===== src/u2_rx_cfg.svh =====
`ifndef U2_RX_CFG_SVH
`define U2_RX_CFG_SVH

////////////////////
// Settings bus

`define SET_ADDR_W 8
`define SET_DATA_W 32

////////////////////
// Sample widths

`define ADC_W 14
`define SAMPLE_W 16

////////////////////
// Channel register map

`define SR_RX_CHAN0 32
`define SR_RX_CHAN1 48

`define SR_DECIM_OFS 0    // Decimation rate minus one
`define SR_CTRL_OFS 1

// Control register bits
`define CTRL_RUN 0
`define CTRL_CLEAR 1

////////////////////
// Framing and buffering

`define FRAME_LEN 8       // Samples per packet
`define FIFO_DEPTH 16     // Samples per channel

`endif

===== src/u2_rx_pkg.sv =====
`include "u2_rx_cfg.svh"

package u2_rx_pkg;

   // One word of the packet stream
   // Header words and sample words share the same 32 bits
   typedef union packed {
      struct packed {
         logic [7:0]  chan;   // Channel number
         logic [7:0]  len;    // Samples in this frame
         logic [15:0] seq;    // Per-channel frame count
      } hdr;
      struct packed {
         logic [`SAMPLE_W-1:0] i;
         logic [`SAMPLE_W-1:0] q;
      } smp;
   } stream_word_u;

   // Upper four bits of a stream word
   // Bit 0 start of frame, bit 1 end of frame, rest zero
   typedef logic [3:0] stream_flags_t;

endpackage


===== src/u2_rx_top.sv =====
`timescale 1ns/100ps
`include "u2_rx_cfg.svh"

module u2_rx_top
   import u2_rx_pkg::*;
(
   input  logic                   dsp_clk,
   input  logic                   por_rst,
   input  logic                   set_req_i,
   input  logic [`SET_ADDR_W-1:0] set_addr_i,
   input  logic [`SET_DATA_W-1:0] set_data_i,
   output logic                   set_ack_o,
   input  logic [`ADC_W-1:0]      adc_a_i,
   input  logic [`ADC_W-1:0]      adc_b_i,
   output logic [35:0]            out_data_o,
   output logic                   out_valid_o,
   input  logic                   out_ready_i,
   output logic [1:0]             overrun_o
);

   logic                             set_stb;
   logic [`SET_ADDR_W-1:0]           set_addr;
   logic [`SET_DATA_W-1:0]           set_data;
   stream_word_u                     head0;
   stream_word_u                     head1;
   logic [$clog2(`FIFO_DEPTH+1)-1:0] level0;
   logic [$clog2(`FIFO_DEPTH+1)-1:0] level1;
   logic                             pop0;
   logic                             pop1;
   logic [1:0]                       clear;

   // Clear writes, seen by the combiner on the same edge as the channels
   assign clear[0] = set_stb && set_data[`CTRL_CLEAR] &&
                     (set_addr == `SET_ADDR_W'(`SR_RX_CHAN0 + `SR_CTRL_OFS));
   assign clear[1] = set_stb && set_data[`CTRL_CLEAR] &&
                     (set_addr == `SET_ADDR_W'(`SR_RX_CHAN1 + `SR_CTRL_OFS));

   ////////////////////
   // Host settings

   settings_port settings_port_i (
      .dsp_clk    (dsp_clk),
      .por_rst    (por_rst),
      .set_req_i  (set_req_i),
      .set_addr_i (set_addr_i),
      .set_data_i (set_data_i),
      .set_ack_o  (set_ack_o),
      .set_stb_o  (set_stb),
      .set_addr_o (set_addr),
      .set_data_o (set_data)
   );

   ////////////////////
   // Receive channels

   rx_chan #(.BASE(`SR_RX_CHAN0)) rx_chan0_i (
      .dsp_clk (dsp_clk), .por_rst (por_rst),
      .set_stb_i (set_stb), .set_addr_i (set_addr), .set_data_i (set_data),
      .adc_a_i (adc_a_i), .adc_b_i (adc_b_i),
      .pop_i (pop0), .head_o (head0), .level_o (level0),
      .overrun_o (overrun_o[0])
   );

   rx_chan #(.BASE(`SR_RX_CHAN1)) rx_chan1_i (
      .dsp_clk (dsp_clk), .por_rst (por_rst),
      .set_stb_i (set_stb), .set_addr_i (set_addr), .set_data_i (set_data),
      .adc_a_i (adc_a_i), .adc_b_i (adc_b_i),
      .pop_i (pop1), .head_o (head1), .level_o (level1),
      .overrun_o (overrun_o[1])
   );

   ////////////////////
   // Packet stream

   stream_combiner stream_combiner_i (
      .dsp_clk     (dsp_clk),
      .por_rst     (por_rst),
      .head0_i     (head0),
      .level0_i    (level0),
      .head1_i     (head1),
      .level1_i    (level1),
      .out_ready_i (out_ready_i),
      .clear_i     (clear),
      .pop0_o      (pop0),
      .pop1_o      (pop1),
      .out_data_o  (out_data_o),
      .out_valid_o (out_valid_o)
   );

endmodule


===== src/stream_combiner.sv =====
`timescale 1ns/100ps
`include "u2_rx_cfg.svh"

module stream_combiner
   import u2_rx_pkg::*;
(
   input  logic                             dsp_clk,
   input  logic                             por_rst,
   input  stream_word_u                     head0_i,
   input  logic [$clog2(`FIFO_DEPTH+1)-1:0] level0_i,
   input  stream_word_u                     head1_i,
   input  logic [$clog2(`FIFO_DEPTH+1)-1:0] level1_i,
   input  logic                             out_ready_i,
   input  logic [1:0]                       clear_i,
   output logic                             pop0_o,
   output logic                             pop1_o,
   output logic [35:0]                      out_data_o,
   output logic                             out_valid_o
);

   localparam int CNT_W = (`FRAME_LEN > 1) ? $clog2(`FRAME_LEN) : 1;

   localparam logic [1:0] ST_IDLE = 2'd0;
   localparam logic [1:0] ST_HDR  = 2'd1;
   localparam logic [1:0] ST_SMP  = 2'd2;

   logic [1:0]       state_q;
   logic             chan_q;     // Channel owning the current frame
   logic             rr_q;       // Channel with priority next
   logic [15:0]      seq_q [2];
   logic [CNT_W-1:0] cnt_q;      // Samples loaded so far
   logic             valid_q;
   stream_word_u     word_q;
   stream_flags_t    flags_q;

   logic [1:0]                       frm_rdy;
   logic                             pick;
   logic                             pick_vld;
   logic                             can_load;
   logic                             hdr_ld;
   logic                             smp_ld;
   logic                             last;
   logic [$clog2(`FIFO_DEPTH+1)-1:0] level_act;
   stream_word_u                     head_act;
   stream_word_u                     hdr_w;

   ////////////////////
   // Next-word selection

   always_comb begin
      frm_rdy   = {level1_i >= `FRAME_LEN, level0_i >= `FRAME_LEN};
      level_act = chan_q ? level1_i : level0_i;
      head_act  = chan_q ? head1_i : head0_i;

      // Round robin, fall back to the other channel
      pick     = rr_q;
      pick_vld = 1'b0;
      if (frm_rdy[rr_q]) begin
         pick_vld = 1'b1;
      end else if (frm_rdy[~rr_q]) begin
         pick     = ~rr_q;
         pick_vld = 1'b1;
      end

      // Output register free or draining this cycle
      can_load = !valid_q || out_ready_i;
      hdr_ld   = (state_q == ST_HDR) && can_load;
      smp_ld   = (state_q == ST_SMP) && can_load && (level_act != '0);
      last     = (cnt_q == CNT_W'(`FRAME_LEN-1));

      hdr_w          = '0;
      hdr_w.hdr.chan = {7'd0, chan_q};
      hdr_w.hdr.len  = 8'(`FRAME_LEN);
      hdr_w.hdr.seq  = seq_q[chan_q];
   end

   assign pop0_o = smp_ld && !chan_q;
   assign pop1_o = smp_ld && chan_q;

   ////////////////////
   // Frame FSM

   always_ff @(posedge dsp_clk) begin
      if (por_rst) begin
         state_q <= ST_IDLE;
         chan_q  <= 1'b0;
         rr_q    <= 1'b0;
         cnt_q   <= '0;
         valid_q <= 1'b0;
      end else begin
         if (out_ready_i)
            valid_q <= 1'b0;   // Word taken, nothing new unless loaded below
         case (state_q)
            ST_IDLE: begin
               if (pick_vld) begin
                  chan_q  <= pick;
                  rr_q    <= ~pick;
                  state_q <= ST_HDR;
               end
            end
            ST_HDR: begin
               if (hdr_ld) begin
                  valid_q <= 1'b1;
                  cnt_q   <= '0;
                  state_q <= ST_SMP;
               end
            end
            ST_SMP: begin
               // Waits here if a clear emptied the buffer mid-frame
               if (smp_ld) begin
                  valid_q <= 1'b1;
                  cnt_q   <= cnt_q + 1'b1;
                  if (last)
                     state_q <= ST_IDLE;
               end
            end
            default: state_q <= ST_IDLE;
         endcase
      end
   end

   // Sequence numbers advance as each header is loaded
   always_ff @(posedge dsp_clk) begin
      if (por_rst) begin
         seq_q[0] <= '0;
         seq_q[1] <= '0;
      end else begin
         if (hdr_ld)
            seq_q[chan_q] <= seq_q[chan_q] + 1'b1;
         for (int c = 0; c < 2; c++) begin
            if (clear_i[c])
               seq_q[c] <= '0;
         end
      end
   end

   ////////////////////
   // Output word

   always_ff @(posedge dsp_clk) begin
      if (hdr_ld) begin
         word_q  <= hdr_w;
         flags_q <= stream_flags_t'(4'b0001);   // Start of frame
      end else if (smp_ld) begin
         word_q  <= head_act;                   // Sample passes through as is
         flags_q <= last ? stream_flags_t'(4'b0010) : stream_flags_t'(4'b0000);
      end
   end

   assign out_data_o  = {flags_q, word_q};
   assign out_valid_o = valid_q;

endmodule


===== src/rx_chan.sv =====
`timescale 1ns/100ps
`include "u2_rx_cfg.svh"

module rx_chan
   import u2_rx_pkg::*;
#(
   parameter int BASE = `SR_RX_CHAN0
) (
   input  logic                             dsp_clk,
   input  logic                             por_rst,
   input  logic                             set_stb_i,
   input  logic [`SET_ADDR_W-1:0]           set_addr_i,
   input  logic [`SET_DATA_W-1:0]           set_data_i,
   input  logic [`ADC_W-1:0]                adc_a_i,
   input  logic [`ADC_W-1:0]                adc_b_i,
   input  logic                             pop_i,
   output stream_word_u                     head_o,
   output logic [$clog2(`FIFO_DEPTH+1)-1:0] level_o,
   output logic                             overrun_o
);

   logic [15:0]            decim_q;    // Rate minus one
   logic                   run_q;
   logic                   overrun_q;
   logic [15:0]            phase_q;    // Position in the boxcar window
   logic [`SAMPLE_W-1:0]   acc_i_q;
   logic [`SAMPLE_W-1:0]   acc_q_q;
   logic [`SAMPLE_W-1:0]   sum_i;
   logic [`SAMPLE_W-1:0]   sum_q;
   logic                   decim_wr;
   logic                   ctrl_wr;
   logic                   clear;
   logic                   done;
   logic                   fifo_full;
   logic [2*`SAMPLE_W-1:0] fifo_head;

   ////////////////////
   // Settings decode

   assign decim_wr = set_stb_i && (set_addr_i == `SET_ADDR_W'(BASE + `SR_DECIM_OFS));
   assign ctrl_wr  = set_stb_i && (set_addr_i == `SET_ADDR_W'(BASE + `SR_CTRL_OFS));
   assign clear    = ctrl_wr && set_data_i[`CTRL_CLEAR];   // One-cycle pulse

   always_ff @(posedge dsp_clk) begin
      if (por_rst) begin
         decim_q <= '0;
         run_q   <= 1'b0;
      end else begin
         if (decim_wr)
            decim_q <= set_data_i[15:0];
         if (ctrl_wr)
            run_q <= set_data_i[`CTRL_RUN];
      end
   end

   ////////////////////
   // Boxcar decimator

   // Sign-extended running sums, wrap mod 2^16
   assign sum_i = acc_i_q + {{(`SAMPLE_W-`ADC_W){adc_a_i[`ADC_W-1]}}, adc_a_i};
   assign sum_q = acc_q_q + {{(`SAMPLE_W-`ADC_W){adc_b_i[`ADC_W-1]}}, adc_b_i};

   // Window closes after decim+1 inputs, >= covers a rate lowered mid-window
   assign done = run_q && (phase_q >= decim_q);

   always_ff @(posedge dsp_clk) begin
      if (por_rst || !run_q || done)
         phase_q <= '0;
      else
         phase_q <= phase_q + 1'b1;
   end

   always_ff @(posedge dsp_clk) begin
      if (!run_q || done) begin
         acc_i_q <= '0;     // Next window starts empty
         acc_q_q <= '0;
      end else begin
         acc_i_q <= sum_i;
         acc_q_q <= sum_q;
      end
   end

   ////////////////////
   // Sample buffer

   sample_fifo #(
      .DEPTH(`FIFO_DEPTH)
   ) sample_fifo_i (
      .dsp_clk     (dsp_clk),
      .por_rst     (por_rst),
      .clear_i     (clear),
      .push_i      (done && !fifo_full),
      .push_data_i ({sum_i, sum_q}),    // I upper, Q lower
      .pop_i       (pop_i),
      .pop_data_o  (fifo_head),
      .level_o     (level_o),
      .full_o      (fifo_full)
   );

   // Sticky until a clear write
   always_ff @(posedge dsp_clk) begin
      if (por_rst || clear)
         overrun_q <= 1'b0;
      else if (done && fifo_full)
         overrun_q <= 1'b1;
   end

   assign head_o    = fifo_head;
   assign overrun_o = overrun_q;

endmodule


===== src/sample_fifo.sv =====
`timescale 1ns/100ps
`include "u2_rx_cfg.svh"

module sample_fifo #(
   parameter int DEPTH = `FIFO_DEPTH
) (
   input  logic                       dsp_clk,
   input  logic                       por_rst,
   input  logic                       clear_i,
   input  logic                       push_i,
   input  logic [2*`SAMPLE_W-1:0]     push_data_i,
   input  logic                       pop_i,
   output logic [2*`SAMPLE_W-1:0]     pop_data_o,
   output logic [$clog2(DEPTH+1)-1:0] level_o,
   output logic                       full_o
);

   localparam int PTR_W = (DEPTH > 1) ? $clog2(DEPTH) : 1;
   localparam int CNT_W = $clog2(DEPTH+1);

   logic [2*`SAMPLE_W-1:0] mem [DEPTH];
   logic [PTR_W-1:0]       wr_ptr;
   logic [PTR_W-1:0]       rd_ptr;
   logic [CNT_W-1:0]       count;
   logic                   do_push;
   logic                   do_pop;

   // Wrap at DEPTH, which need not be a power of two
   function automatic logic [PTR_W-1:0] ptr_next(input logic [PTR_W-1:0] ptr);
      return (ptr == PTR_W'(DEPTH-1)) ? '0 : ptr + 1'b1;
   endfunction

   assign full_o  = (count == CNT_W'(DEPTH));
   assign do_push = push_i & ~full_o;        // Writes to a full buffer are dropped
   assign do_pop  = pop_i & (count != '0);

   always_ff @(posedge dsp_clk) begin
      if (do_push)
         mem[wr_ptr] <= push_data_i;
   end

   always_ff @(posedge dsp_clk) begin
      if (por_rst || clear_i) begin
         wr_ptr <= '0;
         rd_ptr <= '0;
         count  <= '0;
      end else begin
         if (do_push)
            wr_ptr <= ptr_next(wr_ptr);
         if (do_pop)
            rd_ptr <= ptr_next(rd_ptr);
         case ({do_push, do_pop})
            2'b10:   count <= count + 1'b1;
            2'b01:   count <= count - 1'b1;
            default: count <= count;   // Both or neither
         endcase
      end
   end

   assign pop_data_o = mem[rd_ptr];   // Head word, valid while level is nonzero
   assign level_o    = count;

endmodule


===== src/settings_port.sv =====
`timescale 1ns/100ps
`include "u2_rx_cfg.svh"

module settings_port (
   input  logic                   dsp_clk,
   input  logic                   por_rst,
   input  logic                   set_req_i,
   input  logic [`SET_ADDR_W-1:0] set_addr_i,
   input  logic [`SET_DATA_W-1:0] set_data_i,
   output logic                   set_ack_o,
   output logic                   set_stb_o,
   output logic [`SET_ADDR_W-1:0] set_addr_o,
   output logic [`SET_DATA_W-1:0] set_data_o
);

   logic                   req_q;    // Request as sampled last edge
   logic                   stb_q;
   logic                   ack_q;
   logic [`SET_ADDR_W-1:0] addr_q;
   logic [`SET_DATA_W-1:0] data_q;
   logic                   new_req;

   // Rising edge of the host request
   assign new_req = set_req_i & ~req_q;

   ////////////////////
   // Handshake state

   // The strobe sits between request capture and ack rise,
   // so the registers behind it update on the edge that raises ack.
   // Ack then simply trails the sampled request by one cycle
   always_ff @(posedge dsp_clk) begin
      if (por_rst) begin
         req_q <= 1'b0;
         stb_q <= 1'b0;
         ack_q <= 1'b0;
      end else begin
         req_q <= set_req_i;
         stb_q <= new_req;     // One pulse per handshake
         ack_q <= req_q;
      end
   end

   ////////////////////
   // Address and data capture

   // Host holds these stable while req is high
   always_ff @(posedge dsp_clk) begin
      if (new_req) begin
         addr_q <= set_addr_i;
         data_q <= set_data_i;
      end
   end

   assign set_ack_o  = ack_q;
   assign set_stb_o  = stb_q;
   assign set_addr_o = addr_q;
   assign set_data_o = data_q;

endmodule


===== config.mk =====
export PLATFORM = sky130hd
export DESIGN_NAME = u2_rx_top
export DESIGN_NICKNAME = d
export VERILOG_FILES = /design/src/u2_rx_pkg.sv /design/src/u2_rx_top.sv /design/src/stream_combiner.sv /design/src/rx_chan.sv /design/src/sample_fifo.sv /design/src/settings_port.sv
export VERILOG_INCLUDE_DIRS = /design/src
export SDC_FILE = /design/constraint.sdc
export NUM_CORES = 1
export LEC_CHECK = 0
export BUFFER_PORTS_ARGS = -buffer_cell sky130_fd_sc_hd__buf_2
export CORE_ASPECT_RATIO = 0.9
export CORE_UTILIZATION = 65
export DETAILED_ROUTE_END_ITERATION = 12
export PLACE_DENSITY = 0.87
export SYNTH_ARGS = -nofsm -noshare
export SYNTH_HDL_FRONTEND = slang
export SYNTH_HIERARCHICAL = 1
export SYNTH_SLANG_ARGS = --single-unit

===== constraint.sdc =====
create_clock -name dsp_clk -period 13 [get_ports dsp_clk]
set_input_delay 2.6 -clock dsp_clk [delete_from_list [all_inputs] [get_ports dsp_clk]]
set_output_delay 2.6 -clock dsp_clk [all_outputs]
set_load 0.005 [all_outputs]

* Yosys cells after proc, flatten, opt, wreduce, memory -nomap -nowiden
Memory sizes are Yosys's and may differ from the RTL's. A register that Yosys moved wholly into a read port is not among the register bits. Index checks and enable logic that the tools add are counted.
Word-level totals: logic and storage cells 197, memories 3, bits of input ports 72, RAM bits 1056, flip-flop bits (word level) 229
Memory list:
- rx_chan0_i.sample_fifo_i.mem | depth 16, width 32, read ports 1, clocked after Yosys merged registers in 1, wr ports 1, line sample_fifo.sv:21 | logic [2*`SAMPLE_W-1:0] mem [DEPTH];
- rx_chan1_i.sample_fifo_i.mem | depth 16, width 32, read ports 1, clocked after Yosys merged registers in 1, wr ports 1, line sample_fifo.sv:21
- stream_combiner_i.seq_q | depth 2, width 16, read ports 1, clocked after Yosys merged registers in 1, wr ports 3, line stream_combiner.sv:30 | logic [15:0] seq_q [2];
Operators by class: multiplexer cells 54, order comparisons 6, equality and inequality tests 23, bitwise logic cells 18, reduce and logical (&&, ||, !) cells 46, add/subtract/negate cells 16
Operators with widths (count):
- 16-bit adder | 4
- 25-bit 2-to-1 mux | 2
- 16-bit by 1-bit adder with 16-bit output (second input constant) | 3
- 8-bit by 6-bit == test with 1-bit output (second input constant) | 4
- 16-bit greater-or-equal comparator | 2
- 16-bit 2-to-1 mux | 2
- 32-bit 2-to-1 mux | 1
- 4-bit 2-to-1 mux | 8
- 1-bit 2-to-1 mux | 28
- 1-bit logical AND | 20
- 5-bit one-hot mux with 2 select lines | 2
- 4-bit by 1-bit adder with 4-bit output (second input constant) | 4
- 4-bit == test (second input constant) | 4
- 5-bit nonzero test | 3
- 5-bit by 1-bit adder with 5-bit output (second input constant) | 2
- 5-bit == test (second input constant) | 2
- 5-bit by 4-bit greater-or-equal comparator with 1-bit output (second input constant) | 2
- 2-bit 2-to-1 mux | 5
- 5-bit by 1-bit subtractor with 5-bit output (second input constant) | 2
- 1-bit AND | 9
- 1-bit logical OR | 9
- 2-bit by 1-bit inequality test with 1-bit output (second input constant) | 4
- 2-bit nonzero test | 4
- 1-bit NOT | 7
- other kinds (17) | 30

* Depth between registers and ports, before layout
depth in word-level cells 9, depth in mapped cells 18

* By module
The synthesis kept the hierarchy.
By module, submodules not included:
- sample_fifo (rx_chan1_i.sample_fifo_i) | cells an instance 907, seq. area each 15715.1 µm², instances 1, area an instance 20104.3 µm²
- sample_fifo (rx_chan0_i.sample_fifo_i) | cells an instance 907, seq. area each 15715.1 µm², instances 1, area an instance 20103.0 µm²
- rx_chan (rx_chan0_i) | cells an instance 495, seq. area each 1321.3 µm², instances 1, area an instance 4291.6 µm²
- rx_chan (rx_chan1_i) | cells an instance 485, seq. area each 1321.3 µm², instances 1, area an instance 4270.3 µm²
- stream_combiner | cells an instance 364, seq. area each 1991.9 µm², instances 1, area an instance 3890.0 µm²
- settings_port | cells an instance 47, seq. area each 1261.2 µm², instances 1, area an instance 1292.5 µm²
- u2_rx_top | cells an instance 6, seq. area each 0.0 µm², instances 1, area an instance 41.3 µm²

* Worst setup path before layout
Ideal clock, no wire load.
path type input-to-reg, from input adc_b_i[0], to memory rx_chan0_i/sample_fifo_i/mem[0][12] in the netlist's numbering (data pin), required time 12.600 ns, data arrival time 4.873 ns, slack 7.726 ns, buffers on the path 0, setup time 0.400 ns, stages 6, cells stage by stage ha_1 fa_1 a21oi_1 o221ai_2 a31oi_1 nor4b_1
Between the ends: word-level cells in the longest chain between the ends 1
Ends and longest elaborated chain:
- from (decl) | line u2_rx_top.sv:14 | input logic [`ADC_W-1:0] adc_b_i,
- 16-bit adder | line rx_chan.sv:61 | assign sum_q = acc_q_q + {{(`SAMPLE_W-`ADC_W){adc_b_i[`ADC_W-1]}}, adc_b_i};
- via rx_chan0_i.sum_q[12] | line rx_chan.sv:29 | logic [`SAMPLE_W-1:0] sum_q;
- to (decl) | line sample_fifo.sv:21
The timed path passes the listed nets, and every way through them passes these cells.

* Final worst setup path
from input adc_a_i[0], to memory rx_chan0_i/sample_fifo_i/mem[8][30] in the netlist's numbering (data pin)
Between the ends: word-level cells in the longest chain between the ends 1
Ends and longest elaborated chain:
- from (decl) | line u2_rx_top.sv:13 | input logic [`ADC_W-1:0] adc_a_i,
- 16-bit adder | line rx_chan.sv:60 | assign sum_i = acc_i_q + {{(`SAMPLE_W-`ADC_W){adc_a_i[`ADC_W-1]}}, adc_a_i};
- via rx_chan0_i.sum_i[14] | line rx_chan.sv:28 | logic [`SAMPLE_W-1:0] sum_i;
The timed path passes the listed nets, and every way through them passes these cells.

==> results.md <==
* Status: completed
* Final Hold Viols at 0
* Crit path DAT at 5.52 ns
* IO Count at 112
* Vias per cell at approximately 7
* Hold worst-path end: stream_combiner_i/flags_q[0]$_SDFFE_PP1P_
* Storage cell area at 36900 sq um
* Post-route insts no fill at approximately 4500
* Total negative setup slack at 0 ns
* Hold Slack at between 0.4 and 0.5 ns
* Worst slack, placed at 7.24 ns
* Dpl cells at ~4300
* Switching Fraction at 0.240
* Tcrit/Tclk final at 0.399
* Worst R2R Path Depth at 16
* Initial detailed-routing violation count at 4162
* Cell depth of the worst hold path at 2
* Clk_lat worst skew at roughly 0.71 ns
* Critical path capture point type: flop
* Pwr Density at 152 nW/um^2
* Pleak at 19.6 nW
* Pint at 0.00684 W
* WL/cell at 30.1 microns
* Internal reg-to-reg setup slack at 8.73 ns
* Crit path max fanout at 16
* Post-CTS sizing at 0
* FF-to-FF End: rx_chan1_i/sample_fifo_i/level_o[4]$_SDFFE_PP0P_
* # rows at 99
* Register share of total power at 0.521
* Area growth, synth to finish at 10.5%
* Final setup vio count at 0
* Number of hold buffers added after cts at 0
* First-pass GRT wire length at 197 mm
* DRC at 0
* Max_slew headroom at 0.0132
* P_sw at approximately 0.0022 W
* Crit path time final at 5.19 ns
* Fill cells at 4529
* Req. time, crit path at ~13 ns
* Starting Density at 0.659
* Vias in the first global route at 31700
* Synth Area per Inst at 16.7 sq um
* RSZ-0062 raised after global routing: no
* Worst-path clk slew at 0.06 ns
* Slew @ Worst Pin at 1.47 ns
* Antenna violations before repair at 7
* Largest net degree at the start of global routing at 86
* DPL Wire Length at 76.5 mm
* Combinational power share at 0.097
* Ratio of cells with drive above 1 in the final layout at 0.206
* VDD IR max at between 100 and 150 uV
* CTS Buf Count at 117
* Final Core Density at 0.728
* Port buffer count at 93
* DRT Wirelength at 135 mm
* Detail Route Antenna Nets at 0
* Die Area at 83500 sq um
* Die Width at just over 300 microns
* Gr usage total at 0.325
* Clk Tree Root Cell: clkbuf_16
* Clock Sinks at about 1300
* Clock network power share at 0.382
* Kind of critical path: in -> reg
* Setup WS post-layout at 7.81 ns
* Max Buffers Root-to-Sink at 3
* Core area at 81300 sq um
* Ys Warns at 6
* Worst setup SP type: primary input
* Post-CTS Setup Bufs at 0
* Synth Instances at approximately 3200
* Pre-Repair DR Iteration Count at 6
* R2r startpoint: rx_chan1_i/decim_q[15]$_SDFFE_PP0P_
* Via count at between 30000 and 40000
* Max Slew Vio Count at 0
* Setup Skew at 0.0473 ns
* # H-tree levels at 3
* Routability cong. at 0.891
* Die Ht at about 270 microns
* Hold path startpoint: stream_combiner_i/flags_q[0]$_SDFFE_PP1P_
* MaxCap Viol Count at 0
* Synthesized area at approximately 54000 sq um
* Hold crit path type: reg -> reg
* CTS tree: yes
* Footprint of the multi-input gates at 15900 sq um
* Fmax at 0.193 GHz
* GRT overflow at 0
* Nets at 3507
## power by group through the flow
| stage | clock network [W] | logic, W | registers, W |
|---|---|---|---|
| CTS | 0.00345 | 0.000842 | 0.00469 |
| global route | 0.00360 | 0.000909 | 0.00470 |
| floorplan | 0 | 0.000569 | 0.00473 |
| finish | 0.00343 | 0.000873 | 0.00469 |
| global placement | 0 | 0.000767 | 0.00476 |
| detailed placement | 0 | 0.000816 | 0.00478 |
## stage by stage
| stage | power [W] | area (sq um) |
|---|---|---|
| floorplan | 0.00530 | 53500 |
| global placement | 0.00553 | 55300 |
| detailed placement | 0.00559 | 55300 |
| CTS | 0.00899 | 59100 |
| global route | 0.00921 | 59100 |
| finish | 0.00900 | 59200 |
## flip-flops by register name (all words and copies together) (netlist names), 2 cells and up, named ones only
| register | flops |
|---|---|
| rx_chan0_i/acc_i_q | 16 |
| rx_chan0_i/acc_q_q | 16 |
| rx_chan0_i/decim_q | 16 |
| rx_chan0_i/phase_q | 16 |
| rx_chan0_i/sample_fifo_i/level_o | 5 |
| rx_chan0_i/sample_fifo_i/mem | 512 |
| rx_chan0_i/sample_fifo_i/rd_ptr | 4 |
| rx_chan0_i/sample_fifo_i/wr_ptr | 4 |
| rx_chan1_i/acc_i_q | 16 |
| rx_chan1_i/acc_q_q | 16 |
| rx_chan1_i/decim_q | 16 |
| rx_chan1_i/phase_q | 16 |
| rx_chan1_i/sample_fifo_i/level_o | 5 |
| rx_chan1_i/sample_fifo_i/mem | 512 |
| rx_chan1_i/sample_fifo_i/rd_ptr | 4 |
| rx_chan1_i/sample_fifo_i/wr_ptr | 4 |
| settings_port_i/set_addr_o | 8 |
| settings_port_i/set_data_o | 16 |
| stream_combiner_i/cnt_q | 3 |
| stream_combiner_i/flags_q | 2 |
| stream_combiner_i/seq_q | 32 |
| stream_combiner_i/state_q | 2 |
| stream_combiner_i/word_q | 32 |
## cell type report
cell class                 instances  area share
clock inverter                    70      0.0114
tap                             1060      0.0224
clock buffer                     150      0.0532
antenna                            3    0.000127
timing repair buffer             157      0.0160
multi-input combinational       1676       0.269
inverter                          68     0.00432
sequential                      1292       0.623
## worst max-delay path: stages
cell	delay, ns
buf_2	0.13
ha_1	0.30
fa_1	0.45
a21o_1	0.22
a221o_1	0.38
a2111oi_4	0.39
nor3_1	0.12
nor2_1	0.91
## cells in the final DEF, fill, tap and decap left out, types with 26 or more instances in the layout
| master | n |
|---|---|
| o21ai_0 | 50 |
| nand4_1 | 28 |
| nor2_1 | 137 |
| mux2i_1 | 73 |
| ha_1 | 119 |
| nor3_1 | 51 |
| xor2_1 | 40 |
| buf_2 | 93 |
| edfxtp_1 | 1097 |
| a22oi_1 | 133 |
| inv_1 | 68 |
| a211oi_1 | 29 |
| and2_1 | 58 |
| mux4_2 | 256 |
| dfxtp_1 | 190 |
| clkbuf_1 | 26 |
| xnor2_1 | 51 |
| a21oi_1 | 94 |
| clkbuf_16 | 119 |
| nand3_1 | 56 |
| nand2_1 | 163 |
| buf_4 | 63 |
## worst max path at each step
stage          startpoint  slack [ns]  cells after the start                                             end
4_1_cts        adc_a_i[0]        7.98                      8  rx_chan0_i/sample_fifo_i/mem[15][30]$_DFFE_PP_
6_report       adc_a_i[0]        7.81                      8   rx_chan0_i/sample_fifo_i/mem[8][30]$_DFFE_PP_
3_5_place_dp   adc_a_i[0]        7.24                      8   rx_chan0_i/sample_fifo_i/mem[5][30]$_DFFE_PP_
3_3_place_gp   adc_a_i[0]        7.44                      8   rx_chan0_i/sample_fifo_i/mem[5][30]$_DFFE_PP_
2_1_floorplan  adc_b_i[0]        7.73                      6   rx_chan0_i/sample_fifo_i/mem[0][12]$_DFFE_PP_
5_1_grt        adc_a_i[0]        7.78                      7   rx_chan0_i/sample_fifo_i/mem[3][26]$_DFFE_PP_
## routing by layer
| metal | track usage | share of wire | up-vias |
|---|---|---|---|
| met3 | 0.0665 | 0.12 | 410 |
| met1 | 0.418 | 0.34 | 15400 |
| met5 | 0 | 0.00053 | - |
| met4 | 0.148 | 0.049 | 12 |
| met2 | 0.539 | 0.49 | 2322 |
| li1 | - | - | 12900 |
Note: power is estimated with default switching activity, not from simulation.
